--- config.mk ---
export PLATFORM = sky130hd
export DESIGN_NAME = pcGen
export DESIGN_NICKNAME = d
export VERILOG_FILES = /design/src/common/rvFrontPkg.sv /design/src/fetch/pcGen.sv
export SDC_FILE = /design/constraint.sdc
export NUM_CORES = 1
export LEC_CHECK = 0
export BUFFER_PORTS_ARGS = -buffer_cell sky130_fd_sc_hd__buf_2
export CAP_MARGIN = 15
export CELL_PAD_IN_SITES_DETAIL_PLACEMENT = 1
export CELL_PAD_IN_SITES_GLOBAL_PLACEMENT = 2
export CORE_UTILIZATION = 27
export CTS_BUF_LIST = sky130_fd_sc_hd__clkbuf_4 sky130_fd_sc_hd__clkbuf_8 sky130_fd_sc_hd__clkbuf_16
export DETAILED_ROUTE_END_ITERATION = 10
export PLACE_DENSITY_LB_ADDON = 0.12
export SYNTH_ARGS = -nofsm -noshare
export SYNTH_HDL_FRONTEND = slang
export SYNTH_SLANG_ARGS = --single-unit
--- constraint.sdc ---
create_clock -name clk -period 2 [get_ports clk]
set_input_delay 0.4 -clock clk [delete_from_list [all_inputs] [get_ports clk]]
set_output_delay 0.4 -clock clk [all_outputs]
set_load 0.01 [all_outputs]
--- src/common/rvFrontPkg.sv ---
`default_nettype none

package rvFrontPkg;

    localparam int xlen = 32;

    // rv32i major opcodes
    localparam logic [6:0] opLui    = 7'b0110111;
    localparam logic [6:0] opAuipc  = 7'b0010111;
    localparam logic [6:0] opJal    = 7'b1101111;
    localparam logic [6:0] opJalr   = 7'b1100111;
    localparam logic [6:0] opBranch = 7'b1100011;
    localparam logic [6:0] opLoad   = 7'b0000011;
    localparam logic [6:0] opStore  = 7'b0100011;
    localparam logic [6:0] opAluImm = 7'b0010011;
    localparam logic [6:0] opAluReg = 7'b0110011;

    typedef enum logic [3:0] {
        clsAluReg,
        clsAluImm,
        clsLoad,
        clsStore,
        clsBranch,
        clsJal,
        clsJalr,
        clsLui,
        clsAuipc,
        clsIllegal
    } opClass;

    // format views, msb first
    typedef struct packed {
        logic [6:0] funct7;
        logic [4:0] rs2;
        logic [4:0] rs1;
        logic [2:0] funct3;
        logic [4:0] rd;
        logic [6:0] opcode;
    } rFields;

    typedef struct packed {
        logic [11:0] imm;
        logic [4:0]  rs1;
        logic [2:0]  funct3;
        logic [4:0]  rd;
        logic [6:0]  opcode;
    } iFields;

    typedef struct packed {
        logic [6:0] immHi;
        logic [4:0] rs2;
        logic [4:0] rs1;
        logic [2:0] funct3;
        logic [4:0] immLo;
        logic [6:0] opcode;
    } sFields;

    typedef struct packed {
        logic       imm12;
        logic [5:0] imm10to5;
        logic [4:0] rs2;
        logic [4:0] rs1;
        logic [2:0] funct3;
        logic [3:0] imm4to1;
        logic       imm11;
        logic [6:0] opcode;
    } bFields;

    typedef struct packed {
        logic [19:0] imm; // bits 31..12 of the result
        logic [4:0]  rd;
        logic [6:0]  opcode;
    } uFields;

    typedef struct packed {
        logic       imm20;
        logic [9:0] imm10to1;
        logic       imm11;
        logic [7:0] imm19to12;
        logic [4:0] rd;
        logic [6:0] opcode;
    } jFields;

    typedef union packed {
        rFields rType;
        iFields iType;
        sFields sType;
        bFields bType;
        uFields uType;
        jFields jType;
    } instrWord;

    localparam instrWord nopInstr = 32'h0000_0013; // addi x0,x0,0

    typedef struct packed {
        logic [xlen-1:0] pc;
        instrWord        instr;
    } fetchPacket;

    typedef struct packed {
        logic            valid;
        logic [xlen-1:0] pc;
        opClass          cls;
        logic [4:0]      rd;
        logic [4:0]      rs1;
        logic [4:0]      rs2;
        logic            usesRs1;
        logic            usesRs2;
        logic            writesRd;
        logic [2:0]      funct3;
        logic [xlen-1:0] imm;    // already sign extended
    } decodedOp;

endpackage

`default_nettype wire

--- src/fetch/pcGen.sv ---
`default_nettype none

module pcGen #(
    parameter int                          memDepth = 256,
    parameter logic [rvFrontPkg::xlen-1:0] resetPc  = '0
) (
    input  logic                          clk,
    input  logic                          rstN,
    input  logic                          start,
    input  logic                          redirect,
    input  logic [rvFrontPkg::xlen-1:0]   redirectTarget,
    input  logic                          jalRedirect,
    input  logic [rvFrontPkg::xlen-1:0]   jalTarget,
    input  logic                          stall,
    input  rvFrontPkg::instrWord          readData,
    output logic [$clog2(memDepth)-1:0]   readAddr,
    output rvFrontPkg::fetchPacket        fetch,
    output logic                          fetchValid
);
    import rvFrontPkg::*;

    localparam int addrW = $clog2(memDepth);

    typedef enum logic {
        idle,
        running
    } pcState;

    pcState          state;
    logic [xlen-1:0] pc;        // next address to issue
    logic [xlen-1:0] issuedPc;  // pc of the word coming back from memory
    logic [xlen-1:0] issueAddr;
    logic            kill;

    // on stall, re-read the word that ifId could not take
    assign issueAddr = stall ? issuedPc : pc;
    assign readAddr  = issueAddr[addrW+1:2]; // word index, wraps at memDepth
    assign kill      = redirect || jalRedirect;

    assign fetch.pc    = issuedPc;
    assign fetch.instr = readData;

    always_ff @(posedge clk or negedge rstN) begin
        if (!rstN) begin
            state      <= idle;
            pc         <= resetPc;
            issuedPc   <= resetPc;
            fetchValid <= 1'b0;
        end else begin
            if (state == idle && start) begin
                state <= running; // first read goes out next cycle
            end
            issuedPc <= issueAddr;
            // valid tracks the read, dropped when a redirect kills it
            if (state != running || kill) begin
                fetchValid <= 1'b0;
            end else if (stall) begin
                fetchValid <= fetchValid; // re-read keeps its validity
            end else begin
                fetchValid <= 1'b1;
            end
            if (redirect) begin
                pc <= redirectTarget;  // later-stage branch wins
            end else if (jalRedirect) begin
                pc <= jalTarget;
            end else if (state == running && !stall) begin
                pc <= pc + 32'd4;
            end
        end
    end

endmodule

`default_nettype wire

# Word-level counts from Yosys, hierarchy flattened
# Index checks and enable logic that the tools add are counted.
[op_classes]
addsub = 1
multipliers = 0
n_div = 0
magnitude_cmp = 0
n_eq_ne = 1
shift = 0
n_mux = 6
bitwise = 1
n_reduce_logical = 6
[ops]
columns = ["operator", "count"]
rows = [
  ["two-way mux 32 bit", 3],
  ["adder 32 x 3 -> 32 bit, second input constant", 1],
  ["two-way mux 10 bit", 1],
  ["nonzero test 3 bit", 1],
  ["logical AND 1 bit", 2],
  ["logical OR 1 bit", 2],
  ["two-way mux 1 bit", 2],
  ["inequality test 2 x 1 -> 1 bit, second input constant", 1],
  ["zero test 1 bit", 1],
  ["NOT 1 bit", 1],
]
[word_totals]
reg_bits = 66
latchBits = 0
mem_bits_rw = 0
mem_bits_ro = 0
output_inout_bits = 73
elab_cells = 20
memories = 0

# Longest topological paths before layout
# Gate-level depths: netlist of the first run.
[logic_depth]
word_depth = 5
depth_mapped = 8

# Worst setup path after synthesis of the first run
# No wires, ideal clock.
[synth_path]
path_type = "input to register"
startpoint = "input port stall"
endpoint = "register pc[17]"
arrival_time_ps = 1701
setup_slack_ps = 168
stages = 7
n_path_buf = 2
cell_sequence = "buf_6 nand2b_4 or3_1 buf_6 o31a_1 o31ai_1 o21ai_1"
[synth_between]
elab_chain_cells = 3
[synth_lines]
columns = ["element", "line", "text"]
rows = [
  ["start, declared", "pcGen.sv:14", "input logic stall,"],
  ["zero test 1 bit", "pcGen.sv:66", "end else if (state == running && !stall) begin"],
  ["logical AND 1 bit", "pcGen.sv:66", ""],
  ["nonzero test 3 bit (no line)", "n/a", ""],
  ["end signal, assigned", "pcGen.sv:63", "pc <= redirectTarget;"],
  ["end signal, assigned", "pcGen.sv:65", "pc <= jalTarget;"],
  ["end signal, assigned", "pcGen.sv:67", "pc <= pc + 32'd4;"],
  ["end, declared", "pcGen.sv:30", "logic [xlen-1:0] pc;"],
]
# No other way between the ends.
# A chain may end at the register's enable or synchronous reset.

# Final worst setup path of the first run
[layout_path]
startpoint = "register pc[3]"
endpoint = "register pc[25]"
[layout_between]
elab_chain_cells = 4
[layout_lines]
columns = ["element", "line", "text"]
rows = [
  ["start signal, assigned", "pcGen.sv:46", "pc <= resetPc;"],
  ["start signal, assigned", "pcGen.sv:63", ""],
  ["start signal, assigned", "pcGen.sv:65", ""],
  ["adder 32 x 3 -> 32 bit", "pcGen.sv:67", ""],
  ["two-way mux 32 bit", "pcGen.sv:66", ""],
  ["two-way mux 32 bit", "pcGen.sv:64", "end else if (jalRedirect) begin"],
  ["two-way mux 32 bit", "pcGen.sv:62", "if (redirect) begin"],
]
# No other way between the ends. The select of a mux whose other input is x is not followed.

==> results of run 1 <==
[report_power, final]
part | switching [mW] | leakage [nW] | internal (mW) | total [mW]
sequential | 0.126 | 0.780 | 1.51 | 1.63
combinational | 0.446 | 1.27 | 0.396 | 0.842
clock | 0.570 | 0.157 | 1.07 | 1.64
[cells by family after synthesis]
kind of cell / after synthesis / synth area share
AO/OA/AOI/OAI: 77 / 0.134
buffers and inverters: 59 / 0.0971
adder cells (fa/ha/maj): 1 / 0.00330
AND/OR/NAND/NOR: 121 / 0.179
multiplexers: 40 / 0.116
XOR/XNOR: 15 / 0.0347
flip-flops: 66 / 0.436
[final timing paths]
path | slack (ns) | end | startpoint | cells after the start
max in group asynchronous | 1.60 | pc[2]$_DFFE_PN0P_ | rstN | 2
worst min register to register | 0.50 | issuedPc[18]$_DFFE_PN0N_ | issuedPc[18]$_DFFE_PN0N_ | 1
worst max-delay path | 0.12 | pc[25]$_DFFE_PN0P_ | pc[3]$_DFFE_PN0P_ | 6
min in group clk | 0.26 | state$_DFFE_PN0P_ | start | 2
worst max register to register | 0.12 | pc[25]$_DFFE_PN0P_ | pc[3]$_DFFE_PN0P_ | 6
worst min-delay path | 0.09 | issuedPc[12]$_DFFE_PN0N_ | rstN | 2
[placed cells by master (no fill, tap or decap), types with 10 or more instances in the layout]
master	instances
buf_2	110
dfrtp_1	65
buf_4	42
nand2_1	36
mux2_2	31
nor2_1	19
o21ai_0	18
a21oi_1	15
nand4_1	12
nand3_1	11
nor3_1	11
a22oi_1	10
[final cells by class]
| class | count | share of cell area |
|---|---|---|
| multi-input cells | 254 | 0.367 |
| flip-flops and latches | 66 | 0.339 |
| repair buffers | 153 | 0.182 |
| clock buffers | 14 | 0.0565 |
| well taps | 176 | 0.0452 |
| clock inverters | 2 | 0.00719 |
| inverters | 4 | 0.00308 |
[critical path: cells and delay by family, from the launching register on]
| family | cells | cell delay [ns] |
|---|---|---|
| simple gates | 4 | 0.91 |
| buf+inv | 1 | 0.21 |
| flops | 1 | 0.39 |
| mux | 1 | 0.24 |
[synth_stat cells (2+ instances only)]
| cell | count |
|---|---|
| dfrtp_1 | 66 |
| nand2_1 | 36 |
| buf_4 | 33 |
| mux2_2 | 31 |
| nor2_1 | 19 |
| o21ai_0 | 18 |
| a21oi_1 | 15 |
| clkbuf_1 | 12 |
| nand4_1 | 12 |
| nand3_1 | 11 |
| nor3_1 | 11 |
| a22oi_1 | 10 |
| mux2i_1 | 9 |
| xor2_1 | 8 |
| xnor2_1 | 7 |
| buf_2 | 6 |
| nor4_1 | 5 |
| o22ai_1 | 5 |
| and3_1 | 4 |
| and4_1 | 4 |
| inv_1 | 4 |
| o211ai_1 | 4 |
| o21ai_1 | 3 |
| o31ai_1 | 3 |
| or2_2 | 3 |
| a221o_1 | 2 |
| a22o_1 | 2 |
| buf_1 | 2 |
| buf_6 | 2 |
| nand2b_1 | 2 |
| nor4_4 | 2 |
| o21a_1 | 2 |
| o31a_1 | 2 |
| or3_1 | 2 |
[state kept, by name, indices dropped and copies added (netlist names)]
| register | cells |
|---|---|
| fetchValid | 1 |
| pc | 32 |
| state | 1 |
| issuedPc | 32 |
[routing by layer]
metal	global-route usage	part of all wire
met1	0.249	0.47
met2	0.305	0.47
met3	0.0533	0.047
met4	0.0355	0.0077
met5	0	0
[stage by stage]
stage          std cells  instance area, um2
2_1_floorplan        379                3790
3_3_place_gp         652                4530
3_5_place_dp         652                4530
4_1_cts              668                4840
5_1_grt              669                4870
6_report             669                4870
[repair_timing]
action / CTS / global route
buffers inserted: 0 / 1
endpoints found under the hold margin: 0 / 0
resized for setup: 0 / 6
setup endpoints to repair: 0 / 8
hold buffers: 0 / 0
==> run_summary.xml, run 1 <==
<?xml version="1.0" encoding="UTF-8"?>
<metrics>
  <group name="status">
    <metric name="status" unit="">finished clean</metric>
  </group>
  <group name="clock_tree">
    <metric name="clock_insertion_delay_at_the_later_pin_of_the_skew_report" unit="ns">0.34</metric>
    <metric name="cts-buffers-inserted" unit="">9</metric>
    <metric name="clkSlewWorstSetupHoldPaths" unit="ns">0.06</metric>
    <metric name="max-clock-path-buffers" unit="">2</metric>
    <metric name="htree_levels" unit="">3</metric>
    <metric name="clock-sinks" unit="">66</metric>
    <metric name="cts.root.buffer_cell" unit="">clkbuf_16</metric>
    <metric name="cts_tree" unit="">yes</metric>
  </group>
  <group name="power_and_ir_drop">
    <metric name="power_leakage" unit="nW">2.21</metric>
    <metric name="ir_drop" unit="mV">0.496</metric>
    <metric name="cellPowerDensity" unit="mW/mm2">845</metric>
    <metric name="total_power" unit="mW">4.12</metric>
  </group>
  <group name="drt">
    <metric name="drc" unit="">0</metric>
    <metric name="route.vias.total" unit="">3299</metric>
    <metric name="drt-vias-per-instance" unit="">4.93</metric>
    <metric name="detail_route.wl_per_cell" unit="um">19.2</metric>
    <metric name="route.final.wire_length" unit="um">12800</metric>
    <metric name="first_pass_iters" unit="">4</metric>
    <metric name="drt.antenna.violating_nets" unit="">0</metric>
    <metric name="detail_route.iter0.violations" unit="">95</metric>
  </group>
  <group name="placed_design">
    <metric name="port_buffers" unit="">110</metric>
    <metric name="global_placer_s_final_weighted_congestion" unit="">0.789</metric>
    <metric name="pre_cts_slack" unit="ns">0.0851</metric>
    <metric name="detailedPlacementHpwl" unit="um">9720</metric>
  </group>
  <group name="final_layout">
    <metric name="register_area" unit="mm2">0.00165</metric>
    <metric name="multiInputGateArea" unit="mm2">0.00179</metric>
    <metric name="insertedDiodeCount" unit="">0</metric>
    <metric name="share_of_post_route_cells_with_drive_strength_above_1" unit="">0.436</metric>
    <metric name="fin_util" unit="">0.362</metric>
    <metric name="n_fill_cell" unit="">1585</metric>
    <metric name="nets_final" unit="">591</metric>
    <metric name="areaGrowthSynthToFinish" unit="%">28.6</metric>
  </group>
  <group name="logic_synthesis">
    <metric name="synth_top_cells_by_area" unit="">dfrtp_1, mux2_2, buf_4, nand2_1, mux2i_1</metric>
    <metric name="seq_area_frac_synth" unit="">0.436</metric>
    <metric name="synth_top_cell_area_share" unit="">0.436</metric>
    <metric name="synthesis.nets" unit="">482</metric>
    <metric name="async_flop_share" unit="">1.00</metric>
    <metric name="postSynthCellCount" unit="">379</metric>
    <metric name="synth-edff-count" unit="">0</metric>
    <metric name="synthesis.area_per_instance" unit="um2">10.0</metric>
    <metric name="synth_flop_cell" unit="">dfrtp_1</metric>
    <metric name="netlist_area" unit="mm2">0.00379</metric>
    <metric name="netlist-cell-type-count" unit="">56</metric>
    <metric name="synth.ff_latch_count" unit="">66</metric>
    <metric name="synth_top_area_cell" unit="">dfrtp_1</metric>
    <metric name="yosys_warnings" unit="">0</metric>
  </group>
  <group name="worst_setup_path">
    <metric name="critPathSlowestCell" unit="">dfrtp_1</metric>
    <metric name="worstPathRequired" unit="ns">2.22</metric>
    <metric name="setup.worst_path.end_class" unit="">register</metric>
    <metric name="crit_path_start_kind" unit="">register</metric>
    <metric name="critical_path.max_stage_delay" unit="ns">0.39</metric>
    <metric name="critical_path_peak_fanout" unit="">5</metric>
    <metric name="crit_path_cell_trace" unit="">nand3_1 &gt; buf_4 &gt; or2_2 &gt; nor4b_1 &gt; mux2i_1 &gt; nand2_1</metric>
    <metric name="critical_path_class" unit="">reg -&gt; reg</metric>
    <metric name="crit_arrival" unit="ns">2.10</metric>
  </group>
  <group name="sta">
    <metric name="unrepaired_setup_endpoints_after_global_routing" unit="">false</metric>
    <metric name="fin_worst_hold_slack" unit="ns">0.0926</metric>
    <metric name="setup_viol" unit="">0</metric>
    <metric name="finalSetupTns" unit="ns">0</metric>
    <metric name="worst_clock_skew" unit="ns">0.00776</metric>
    <metric name="max_freq" unit="MHz">532</metric>
    <metric name="final_critical_path_setup_slack" unit="ns">0.120</metric>
    <metric name="maxSlewHeadroom" unit="">0.346</metric>
    <metric name="least_margin_pin_slew" unit="ns">0.978</metric>
    <metric name="finalHoldViolations" unit="">0</metric>
    <metric name="fin_crit" unit="ns">1.88</metric>
    <metric name="timing.final.crit_share" unit="">0.940</metric>
    <metric name="final-max-slew-violation-count" unit="">0</metric>
  </group>
  <group name="floorplanning">
    <metric name="floorplan.initialDensity" unit="">0.282</metric>
    <metric name="die-height" unit="um">120</metric>
    <metric name="ios" unit="">175</metric>
    <metric name="core" unit="mm2">0.0135</metric>
    <metric name="design.die.area" unit="mm2">0.0145</metric>
    <metric name="fp-row-count" unit="">42</metric>
    <metric name="die-width" unit="um">120</metric>
  </group>
  <group name="grt">
    <metric name="global_route.overflow_total" unit="">0</metric>
    <metric name="first_global_vias" unit="">3579</metric>
    <metric name="grt_start_max_net_pins" unit="">67</metric>
    <metric name="grt_pass1_wl" unit="um">20300</metric>
    <metric name="antenna_found_initial" unit="">0</metric>
    <metric name="global_routing_usage_summed_across_all_routing_layers" unit="">0.188</metric>
  </group>
  <group name="job">
    <metric name="maxCapViolations" unit="">0</metric>
  </group>
  <group name="worst_hold_path">
    <metric name="type_of_the_most_critical_hold_path" unit="">in -&gt; async</metric>
  </group>
</metrics>
No activity file was read; power rests on OpenSTA's default activity.
==> run 2, diff against run 1 <==
- CELL_PAD_IN_SITES_GLOBAL_PLACEMENT: 2 -> 1
- CORE_UTILIZATION: 27 -> 35
==> run_summary.xml, run 2 (synthesis results as in run 1) <==
<?xml version="1.0" encoding="UTF-8"?>
<metrics>
  <group name="grt">
    <metric name="first_global_vias" unit="">3484</metric>
    <metric name="global_routing_usage_summed_across_all_routing_layers" unit="">0.218</metric>
    <metric name="grt_start_max_net_pins" unit="">67</metric>
    <metric name="grt_pass1_wl" unit="um">18700</metric>
    <metric name="antenna_found_initial" unit="">0</metric>
    <metric name="global_route.overflow_total" unit="">0</metric>
  </group>
  <group name="worst_setup_path">
    <metric name="rr_worst_depth" unit="">5</metric>
    <metric name="critPathSlowestCell" unit="">dfrtp_1</metric>
    <metric name="crit-reg2reg-launch" unit="">pc[7]$_DFFE_PN0P_</metric>
    <metric name="critical_path.reg2reg.endpoint" unit="">pc[28]$_DFFE_PN0P_</metric>
    <metric name="critical_path_class" unit="">reg -&gt; reg</metric>
    <metric name="ff2ff_setup_slack" unit="ns">0.08</metric>
    <metric name="crit_arrival" unit="ns">2.16</metric>
    <metric name="crit_path_buf_inv_count" unit="">0</metric>
    <metric name="critical_path.max_stage_delay" unit="ns">0.48</metric>
    <metric name="crit_path_start_kind" unit="">register</metric>
    <metric name="setup.worst_path.end_class" unit="">register</metric>
    <metric name="crit_path_cell_trace" unit="">nand4_2 &gt; nor4_4 &gt; nand4_1 &gt; a21o_1 &gt; a211o_1</metric>
    <metric name="critical_path.top_delay_family" unit="">simple AND/OR/NAND/NOR gates</metric>
    <metric name="worstPathRequired" unit="ns">2.24</metric>
    <metric name="critical_path_peak_fanout" unit="">6</metric>
  </group>
  <group name="drt">
    <metric name="route.vias.total" unit="">3345</metric>
    <metric name="drc" unit="">0</metric>
    <metric name="drt.antenna.violating_nets" unit="">0</metric>
    <metric name="detail_route.wl_per_cell" unit="um">18.7</metric>
    <metric name="route.final.wire_length" unit="um">11700</metric>
    <metric name="detail_route.iter0.violations" unit="">168</metric>
    <metric name="drt-vias-per-instance" unit="">5.36</metric>
    <metric name="first_pass_iters" unit="">6</metric>
  </group>
  <group name="placed_design">
    <metric name="port_buffers" unit="">110</metric>
    <metric name="global_placer_s_final_weighted_congestion" unit="">0.824</metric>
    <metric name="detailedPlacementHpwl" unit="um">8670</metric>
  </group>
  <group name="clock_tree">
    <metric name="cts-buffers-inserted" unit="">9</metric>
    <metric name="clkSlewWorstSetupHoldPaths" unit="ns">0.08</metric>
    <metric name="htree_levels" unit="">3</metric>
    <metric name="max-clock-path-buffers" unit="">2</metric>
    <metric name="cts_tree" unit="">yes</metric>
    <metric name="clock-sinks" unit="">66</metric>
    <metric name="post-cts-setup-buffer-count" unit="">0</metric>
    <metric name="cts.root.buffer_cell" unit="">clkbuf_8</metric>
    <metric name="clock_insertion_delay_at_the_later_pin_of_the_skew_report" unit="ns">0.35</metric>
  </group>
  <group name="power_and_ir_drop">
    <metric name="power_leakage" unit="nW">2.12</metric>
    <metric name="ir_drop" unit="mV">0.288</metric>
    <metric name="cellPowerDensity" unit="mW/mm2">770</metric>
    <metric name="total_power" unit="mW">3.59</metric>
  </group>
  <group name="sta">
    <metric name="final-max-slew-violation-count" unit="">0</metric>
    <metric name="timing.final.crit_share" unit="">0.960</metric>
    <metric name="maxSlewHeadroom" unit="">0.376</metric>
    <metric name="setup_viol" unit="">0</metric>
    <metric name="fin_crit" unit="ns">1.92</metric>
    <metric name="least_margin_pin_slew" unit="ns">0.932</metric>
    <metric name="finalHoldViolations" unit="">0</metric>
    <metric name="max_freq" unit="MHz">521</metric>
    <metric name="worst_clock_skew" unit="ns">0.0135</metric>
    <metric name="finalSetupTns" unit="ns">0</metric>
  </group>
  <group name="final_layout">
    <metric name="share_of_post_route_cells_with_drive_strength_above_1" unit="">0.430</metric>
    <metric name="areaGrowthSynthToFinish" unit="%">23.1</metric>
    <metric name="biggestRegsByFlops" unit="">issuedPc (32), pc (32)</metric>
    <metric name="fin_util" unit="">0.448</metric>
    <metric name="n_fill_cell" unit="">1265</metric>
    <metric name="nets_final" unit="">586</metric>
    <metric name="insertedDiodeCount" unit="">0</metric>
    <metric name="most-common-layout-cells" unit="">buf_2, dfrtp_1, buf_4, nand2_1, mux2_2</metric>
    <metric name="layout_commonest_cell" unit="">buf_2</metric>
  </group>
  <group name="floorplanning">
    <metric name="ios" unit="">175</metric>
    <metric name="die-height" unit="um">106</metric>
    <metric name="core" unit="mm2">0.0104</metric>
    <metric name="fp-row-count" unit="">37</metric>
    <metric name="floorplan.initialDensity" unit="">0.364</metric>
    <metric name="die-width" unit="um">106</metric>
    <metric name="design.die.area" unit="mm2">0.0112</metric>
  </group>
  <group name="worst_hold_path">
    <metric name="type_of_the_most_critical_hold_path" unit="">in -&gt; async</metric>
  </group>
  <group name="status">
    <metric name="status" unit="">finished clean</metric>
  </group>
  <group name="job">
    <metric name="maxCapViolations" unit="">0</metric>
  </group>
</metrics>
[run 2: changes by cell type in the layout (fill, tap and decap cells not counted), sizes merged]
| cell | before | now |
|---|---|---|
| clkinv | 1 | 5 |
| clkinvlp | 0 | 1 |
| clkbuf | 14 | 9 |
| buf | 153 | 148 |
[run 2: layer usage]
metal,share of wire,global-route usage,vias to the layer above
li1,-,-,1567
met5,0,0,-
met3,0.049,0.0509,27
met2,0.47,0.343,99
met4,0.017,0.0714,0
met1,0.46,0.295,1652
[run 2: area by class of cell]
class                           count  area [um2]  area share
Clock inverter                      7        70.1      0.0150
Inverter                            4        15.0     0.00322
Sequential cell                    66        1650       0.354
Tap cell                          136         170      0.0365
Timing Repair Buffer              148         848       0.182
Multi-Input combinational cell    254        1780       0.382
Clock buffer                        9         124      0.0266
[run 2: power by group]
| group | switching, mW | internal, mW |
|---|---|---|
| registers | 0.128 | 1.50 |
| logic | 0.427 | 0.392 |
| clock network | 0.567 | 0.573 |
[run 2: how the worst max path moves through the flow]
stage          slack, ns         startpoint  cells past startpoint                  to
2_1_floorplan       0.17              stall                      7  pc[17]$_DFFE_PN0P_
3_3_place_gp        0.13              stall                      4         readAddr[1]
3_5_place_dp        0.07  pc[2]$_DFFE_PN0P_                      6  pc[19]$_DFFE_PN0P_
4_1_cts             0.03  pc[2]$_DFFE_PN0P_                      6  pc[19]$_DFFE_PN0P_
5_1_grt            -0.01  pc[3]$_DFFE_PN0P_                      6  pc[19]$_DFFE_PN0P_
6_report            0.08  pc[7]$_DFFE_PN0P_                      5  pc[28]$_DFFE_PN0P_
[run 2: per-stage QoR]
step,cells,hold WS (ns),setup WS (ns),cell area (um2)
after floorplan,379,0.104,0.168,3790
after global routing,624,0.0793,-0.0113,4660
after global placement,608,0.452,0.132,4450
final,624,0.0541,0.0791,4660
after CTS,624,0.0738,0.0327,4650
after detailed placement,608,0.457,0.0692,4450
[run 2: worst reg2reg max path, delay by kind of cell (launching register included)]
| kind | cells | cell delay [ns] |
|---|---|---|
| compound gates | 2 | 0.50 |
| flops | 1 | 0.48 |
| simple gates | 3 | 0.84 |
[run 2: repair_timing]
item	in CTS	in global routing
gates resized for setup	0	6
setup endpoints to repair	0	5
endpoints found under the hold margin	0	0
hold buffers	0	0
